===== src/j1a_defs.svh =====
`ifndef J1A_DEFS_SVH
`define J1A_DEFS_SVH

// cpu data word and io address word
`define WORD_W 16

// instruction address, top bit picks the bank
`define CODE_AW 12

// word index inside one code bank
`define BANK_AW 11

// direction registers and uart bytes
`define REG_W 8

`define LED_W 5

// boot, s1, s0
`define BOOT_W 3

`endif

===== src/j1a_pkg.sv =====
`include "j1a_defs.svh"

package j1a_pkg;

  typedef logic [`WORD_W-1:0] word_t;

  // one-hot io address
  // bits 0, 3, 4 and 6 belonged to the gpio and misc-out ports
  typedef struct packed {
    logic [1:0] spare_hi;
    logic       misc_in;
    logic       uart;
    logic       warmboot;
    logic [2:0] spare_mid;
    logic       hdr2_dir;
    logic       spare_6;
    logic       hdr1_dir;
    logic [1:0] spare_4_3;
    logic       leds;
    logic       pmod_dir;
    logic       spare_0;
  } io_sel_t;

  // cpu byte address seen as a code word address
  typedef struct packed {
    logic [`WORD_W-`BANK_AW-3:0] spare;
    logic                        bank;
    logic [`BANK_AW-1:0]         word;
    logic                        byte_sel;
  } code_waddr_t;

  // io accesses use the select view, code writes the bank and word view
  typedef union packed {
    io_sel_t     io;
    code_waddr_t code;
  } bus_addr_u;

  // strobes, address and write data from the cpu
  typedef struct packed {
    logic      io_rd;
    logic      io_wr;
    logic      mem_wr;
    bus_addr_u addr;
    word_t     dout;
  } cpu_bus_t;

endpackage


===== src/io_decode.sv =====
`timescale 1ns/10ps
`include "j1a_defs.svh"

module io_decode import j1a_pkg::*; (
  input  logic               clk,
  input  logic               resetq,
  input  cpu_bus_t           bus,
  input  logic [`REG_W-1:0]  uart_rx_data,
  input  logic               uart_valid,
  input  logic               uart_busy,
  output word_t              io_rdata,
  output logic               unlocked,
  output logic [`LED_W-1:0]  leds,
  output logic [`REG_W-1:0]  pmod_dir,
  output logic [`REG_W-1:0]  hdr1_dir,
  output logic [`REG_W-1:0]  hdr2_dir,
  output logic [`BOOT_W-1:0] boot_ctl,
  output logic               uart_wr,
  output logic               uart_rd,
  output logic [`REG_W-1:0]  uart_tx
);

  logic    io_rd_q;
  logic    io_wr_q;
  word_t   dout_q;
  io_sel_t sel_q;
  io_sel_t wr_sel;
  word_t   status;

  // io stage, one register level between the cpu and the peripherals
  always_ff @(posedge clk) begin
    if (!resetq) begin
      io_rd_q <= 1'b0;
      io_wr_q <= 1'b0;
    end else begin
      io_rd_q <= bus.io_rd;
      io_wr_q <= bus.io_wr;
    end
  end

  // address is held between accesses so read data stays put
  always_ff @(posedge clk) begin
    dout_q <= bus.dout;
    if (bus.io_rd || bus.io_wr) begin
      sel_q <= bus.addr.io;
    end
  end

  // write decode
  assign wr_sel = io_wr_q ? sel_q : '0;

  always_ff @(posedge clk) begin
    if (!resetq) begin
      leds     <= '0;
      pmod_dir <= '0;
      hdr1_dir <= '0;
      hdr2_dir <= '0;
      boot_ctl <= '0;
    end else begin
      if (wr_sel.leds) begin
        leds <= dout_q[`LED_W-1:0];
      end
      // direction bits, 1 means output
      if (wr_sel.pmod_dir) begin
        pmod_dir <= dout_q[`REG_W-1:0];
      end
      if (wr_sel.hdr1_dir) begin
        hdr1_dir <= dout_q[`REG_W-1:0];
      end
      if (wr_sel.hdr2_dir) begin
        hdr2_dir <= dout_q[`REG_W-1:0];
      end
      if (wr_sel.warmboot) begin
        boot_ctl <= dout_q[`BOOT_W-1:0];
      end
    end
  end

  // any io write opens the code memory until the next reset
  always_ff @(posedge clk) begin
    if (!resetq) begin
      unlocked <= 1'b0;
    end else begin
      unlocked <= unlocked | io_wr_q;
    end
  end

  // uart strobes for the external transceiver
  assign uart_wr = io_wr_q & sel_q.uart;
  assign uart_rd = io_rd_q & sel_q.uart;
  assign uart_tx = dout_q[`REG_W-1:0];

  // bit 0 ready to send, bit 1 byte waiting, bits 2 and 3 always set
  assign status = {{(`WORD_W-4){1'b0}}, 2'b11, uart_valid, ~uart_busy};

  // read-back, every selected source is ORed in
  assign io_rdata =
    (sel_q.pmod_dir ? word_t'(pmod_dir)     : '0) |
    (sel_q.leds     ? word_t'(leds)         : '0) |
    (sel_q.hdr1_dir ? word_t'(hdr1_dir)     : '0) |
    (sel_q.hdr2_dir ? word_t'(hdr2_dir)     : '0) |
    (sel_q.uart     ? word_t'(uart_rx_data) : '0) |
    (sel_q.misc_in  ? status                : '0);

  // the cpu issues at most one io strobe per cycle
  assert property (@(posedge clk) disable iff (!resetq) !(bus.io_rd && bus.io_wr))
    else $error("io_rd and io_wr asserted in the same cycle");

endmodule


===== config.mk =====
export PLATFORM = sky130hd
export DESIGN_NAME = io_decode
export DESIGN_NICKNAME = d
export VERILOG_FILES = /design/src/j1a_pkg.sv /design/src/io_decode.sv
export VERILOG_INCLUDE_DIRS = /design/src
export SDC_FILE = /design/constraint.sdc
export NUM_CORES = 1
export LEC_CHECK = 0
export ABC_AREA = 1
export BUFFER_PORTS_ARGS = -buffer_cell sky130_fd_sc_hd__buf_2
export CAP_MARGIN = 15
export CORE_ASPECT_RATIO = 1.25
export CORE_MARGIN = 2
export CORE_UTILIZATION = 37
export CTS_BUF_LIST = sky130_fd_sc_hd__clkbuf_4 sky130_fd_sc_hd__clkbuf_8
export DETAILED_ROUTE_END_ITERATION = 8
export PLACE_DENSITY_LB_ADDON = 0.1
export SYNTH_ARGS = -nofsm -noshare
export SYNTH_HDL_FRONTEND = slang
export SYNTH_SLANG_ARGS = --single-unit

===== constraint.sdc =====
create_clock -name clk -period 1.1 [get_ports clk]
set_input_delay 0.055 -clock clk [delete_from_list [all_inputs] [get_ports clk]]
set_output_delay 0.055 -clock clk [all_outputs]
set_load 0.02 [all_outputs]

Word-level counts from Yosys, hierarchy flattened. Index checks and enable logic that the tools add are counted. Widths: inputs -> output; s select.

Bits in registers: 57. Bits of input ports: 47. Word-level logic and storage cells: 37.

Muxes and demuxes: 7. Bitwise logic cells: 9. Reduce and logical (&&, ||, !) cells: 1.

Operators with widths (count): $mux 8 (4); $or 8x8->8 (3); $mux 12 (1); $or 8x4->8 (1); $or 8x5->8 (1); $mux 5 (1); $mux 4 (1); $and 1x1->1 (2); $logic_or 1x1->1 (1); $not 1->1 (1); $or 1x1->1 (1).

Depth between registers and ports, before layout.
Word-level depth: 6. Mapped depth: 5. Gate-level depth less buffers: 4.

Worst setup path after synthesis. Ideal clock, no wire load.

Kind: reg2out. Start: register sel_q[1] (netlist bit). End: output port io_rdata[6]. Arrival: 0.950 ns. Data required time: 1.045 ns. Setup slack: 0.095 ns. Stages on the path, launching flop included: 5. Cells stage by stage: edfxtp_1 > buf_4 > buf_2 > nand2_1 > nand4_1.

Longest elaborated chain between the ends: 6.

Ends and longest elaborated chain: from (decl) (line io_decode.sv:26) `io_sel_t sel_q;`; from (signal assigned) (line io_decode.sv:45) `sel_q <= bus.addr.io;`; $mux 8 (line io_decode.sv:98) `(sel_q.pmod_dir ? word_t'(pmod_dir) : '0) |`; $or 8x5->8 (line io_decode.sv:98); $or 8x8->8 (line io_decode.sv:99) `(sel_q.leds ? word_t'(leds) : '0) |`; $or 8x8->8 (line io_decode.sv:100) `(sel_q.hdr1_dir ? word_t'(hdr1_dir) : '0) |`; $or 8x8->8 (line io_decode.sv:101) `(sel_q.hdr2_dir ? word_t'(hdr2_dir) : '0) |`; $or 8x4->8 (line io_decode.sv:102) `(sel_q.uart ? word_t'(uart_rx_data) : '0) |`; to (decl) (line io_decode.sv:11) `output word_t io_rdata,`.

Every way passes these cells.

Worst setup path in the final report. Same ends and word-level chain as after synthesis.

==> results_tabular.tex <==
\begin{tabular}{lr}
\hline
Metric & Value \\
\hline
\multicolumn{2}{l}{\textbf{CTS}} \\
CTS max path bufs & 2 \\
CTS tree & done \\
Clock Root Buffer & sky130\_fd\_sc\_hd\_\_clkbuf\_8 \\
Skew-Pair Late Insertion Delay & about 300 ps \\
Clock transition time at the flip-flop clock pins of the worst setup and hold paths & 90 ps \\
Number of levels in the clock H-tree & 2 \\
Num CTS Buffers & 5 \\
Number of sinks handled by clock tree synthesis & 50 \\
\multicolumn{2}{l}{\textbf{Setup path}} \\
Endpoint of the lowest-slack register-to-register path & pmod\_dir[3] \\
Startpoint of the lowest-slack register-to-register path & sel\_q[1] \\
Critical Path Source Type & flip-flop \\
Slowest cell on the critical path & sky130\_fd\_sc\_hd\_\_edfxtp\_1 \\
Data arrival time of the critical path & 1330 ps \\
Reg-to-reg setup timing slack & 20 ps \\
Worst setup path category & reg -> out \\
Reg2Reg Depth & 5 \\
Chain of cells forming the critical path & buf\_6 > buf\_4 > nand2\_1 > nand4\_1 > buf\_2 \\
Element type at the critical path end & primary output \\
Top fanout value on the critical path & 11 \\
Worst Path Required & roughly 1000 ps \\
Critical Path Max Stage Delay & 420 ps \\
\multicolumn{2}{l}{\textbf{Detailed routing}} \\
Average wire length per cell after detail routing & 13.0 um \\
Initial detailed-routing violation count & between 80 and 90 \\
First-pass detailed-route iteration total & 4 \\
Post-DR vias/cell & 4.69 \\
Post-Route WL & between 5000 and 6000 um \\
Via count & 2050 \\
Final antenna-violating net count & 0 \\
DRC Markers & 0 \\
\multicolumn{2}{l}{\textbf{Outcome}} \\
Violations in the final reports & setup timing \\
Result of the run & complete, but fails checks \\
\multicolumn{2}{l}{\textbf{Synth}} \\
Flops \& latches, synth & 50 \\
Yosys warns & 0 \\
Predominant post-synthesis flop cell & sky130\_fd\_sc\_hd\_\_dfxtp\_1 \\
Top cell type by total area after synthesis & sky130\_fd\_sc\_hd\_\_dfxtp\_1 \\
Mapped Area & 2010 um2 \\
Top cells by instance count after synthesis & 89 x sky130\_fd\_sc\_hd\_\_nand2\_1, 43 x sky130\_fd\_sc\_hd\_\_dfxtp\_1, 36 x sky130\_fd\_sc\_hd\_\_nand3\_1, 34 x sky130\_fd\_sc\_hd\_\_a21oi\_1, 16 x sky130\_fd\_sc\_hd\_\_inv\_1 \\
Area share of the leading cell type in the synthesized netlist & 42.8\% \\
Post-synth EDFFs & 7 \\
Yosys cell types & 14 \\
Post-Synthesis Cells & 258 \\
Avg Synthesized Cell Area & 7.80 um2 \\
Synth top area cells & sky130\_fd\_sc\_hd\_\_dfxtp\_1 43\%, sky130\_fd\_sc\_hd\_\_nand2\_1 17\%, sky130\_fd\_sc\_hd\_\_edfxtp\_1 10\% \\
Most numerous cell in the Yosys netlist & sky130\_fd\_sc\_hd\_\_nand2\_1 \\
Sequential share of the synthesized area & between 50\% and 60\% \\
Share of synthesized registers carrying an async set or reset & 0\% \\
\multicolumn{2}{l}{\textbf{Pwr}} \\
Total power of the final layout & 3.96 mW \\
Leakage dissipation & 1.42 nW \\
IR Drop Worst-Case VDD & 0.770 mV \\
Power density over the cells & 1310 nW/um2 \\
\multicolumn{2}{l}{\textbf{Floorplanning}} \\
Core footprint & 5330 um2 \\
Overall die height & 86.4 um \\
I/O pin total & 106 \\
Number of standard-cell rows in the floorplan & 30 \\
Effective utilization at floorplan & 37.7\% \\
Width of the die & 70.0 um \\
Die outline area & 6050 um2 \\
\multicolumn{2}{l}{\textbf{Layout}} \\
Number of nets in the finished design & 420 \\
Area growth from synthesis to layout & 49.9\% \\
Fraction of final layout cells sized beyond drive strength 1 & 36.2\% \\
Layout Cell Area excl Fill & 3020 um2 \\
Antenna diode count & 0 \\
Final cell count without fillers & between 400 and 500 \\
Final core utilization & a little under three fifths \\
\multicolumn{2}{l}{\textbf{Timing}} \\
Post-Route Skew & 6.85 ps \\
TNS Setup & -2240 ps \\
Unrepaired setup endpoints after global routing & yes \\
PnR worst setup slack & -288 ps \\
Final critical-path required period & 1390 ps \\
Period utilisation layout & 126\% \\
Final Hold Violating Endpoints & 0 \\
Highest clock rate & 720 MHz \\
Number of failing setup endpoints in the final timing report & 10 \\
Max-slew violation total from the final report & 0 \\
Final-layout worst hold slack & 383 ps \\
\multicolumn{2}{l}{\textbf{Global routing}} \\
Number of antenna violations at the first check in global routing & 0 \\
Largest net degree at the start of global routing & 34 \\
Number of global-route vias before repair & 1894 \\
Overflow left after global routing & 0 \\
Tot GR Track Use & 18.9\% \\
Global-route wire length before repair & 9030 um \\
\multicolumn{2}{l}{\textbf{Worst hold path}} \\
Hold endpoint & dout\_q[0] \\
Worst min-delay path class & in -> reg \\
Origin of the worst min-delay path & bus[0] \\
Worst hold path depth & 2 \\
\multicolumn{2}{l}{\textbf{Placed design}} \\
Placed Cells & 400 \\
HPWL after DPL & roughly 3800 um \\
Port Buffer Count & between 70 and 80 \\
Weighted congestion at the end of routability-driven global placement & 0.784 \\
Instance area after placement & 2500 um2 \\
Pre-CTS setup slack & -71.5 ps \\
\multicolumn{2}{l}{\textbf{Run}} \\
Number of maximum-capacitance violations & 0 \\
\hline
\end{tabular}
-- critical path, delay by kind of cell (launching register included) --
kind	cells	cell delay (ps)
buffers and inverters	3	480
and+or+nand+nor	2	140
DFF	1	420
-- worst max path at each step --
stage	end	slack, ps	from	cells past startpoint
floorplan	io_rdata[6]	90	sel_q[1]	4
finish	io_rdata[6]	-290	sel_q[1]	5
global placement	pmod_dir[1]	-30	sel_q[1]	4
CTS	io_rdata[6]	-270	sel_q[1]	5
detailed placement	pmod_dir[3]	-70	sel_q[1]	4
global route	io_rdata[6]	-360	sel_q[1]	5
-- layout by cell type, fill, tap and decap left out, types with 4 or more instances in the layout --
cell type,netlist,final
sky130_fd_sc_hd__buf_6,1,14
sky130_fd_sc_hd__a21oi_2,0,4
sky130_fd_sc_hd__conb_1,1,8
sky130_fd_sc_hd__dfxtp_1,43,42
sky130_fd_sc_hd__clkbuf_8,0,6
sky130_fd_sc_hd__edfxtp_1,7,7
sky130_fd_sc_hd__nand3_1,36,34
sky130_fd_sc_hd__buf_2,8,74
sky130_fd_sc_hd__nand2_1,89,80
sky130_fd_sc_hd__buf_4,12,16
sky130_fd_sc_hd__nand2_2,0,6
sky130_fd_sc_hd__dlygate4sd3_1,0,18
sky130_fd_sc_hd__a21oi_1,34,30
sky130_fd_sc_hd__inv_1,16,13
-- power by group --
| group | total [mW] | switching, mW | internal, mW |
|---|---|---|---|
| Sequential | 2.02 | 0.0810 | 1.94 |
| Combinational | 0.849 | 0.471 | 0.378 |
| Clock | 1.09 | 0.562 | 0.525 |
-- sequential cells by signal (all words and copies together) (netlist names) --
register,count
pmod_dir,8
leds,5
boot_ctl,3
io_wr_q,1
dout_q,8
sel_q,7
hdr2_dir,8
unlocked,1
hdr1_dir,8
io_rd_q,1
-- logic make-up after synthesis --
group / Yosys count / synth area share [%]
and+or+nand+nor: 134 / 27.7
AOI/OAI and AO/OA: 34 / 8.46
other: 1 / 0.186
buffers and inverters: 39 / 10.4
DFF: 50 / 53.2
-- repair_timing --
item,CTS,global route
hold buffers,18,0
pin swaps,3,6
cloned,0,0
setup buffers,8,4
endpoints found under the hold margin,17,0
resized for setup,21,26
endpoints found under the setup margin,34,33
-- per-layer routing --
metal  part of all wire [%]  global-route usage (%)  wire [um]  vias to the layer above
met5                      0                       0          0                        -
met4                    1.1                    5.24         61                        0
met3                    5.3                    4.30        300                        7
met2                     49                    32.0       2800                       59
met1                     44                    24.3       2500                      937
li1                       -                       -          -                     1047
-- final cells by class --
class / count / area [um2]
inverters: 16 / 60.1
multi-input cells: 176 / 843
clock buffers: 7 / 90.1
fillers: 519 / 2310
flip-flops and latches: 50 / 1070
repair buffers: 124 / 868
well taps: 64 / 80.1
(Power assumes the default switching activity.)
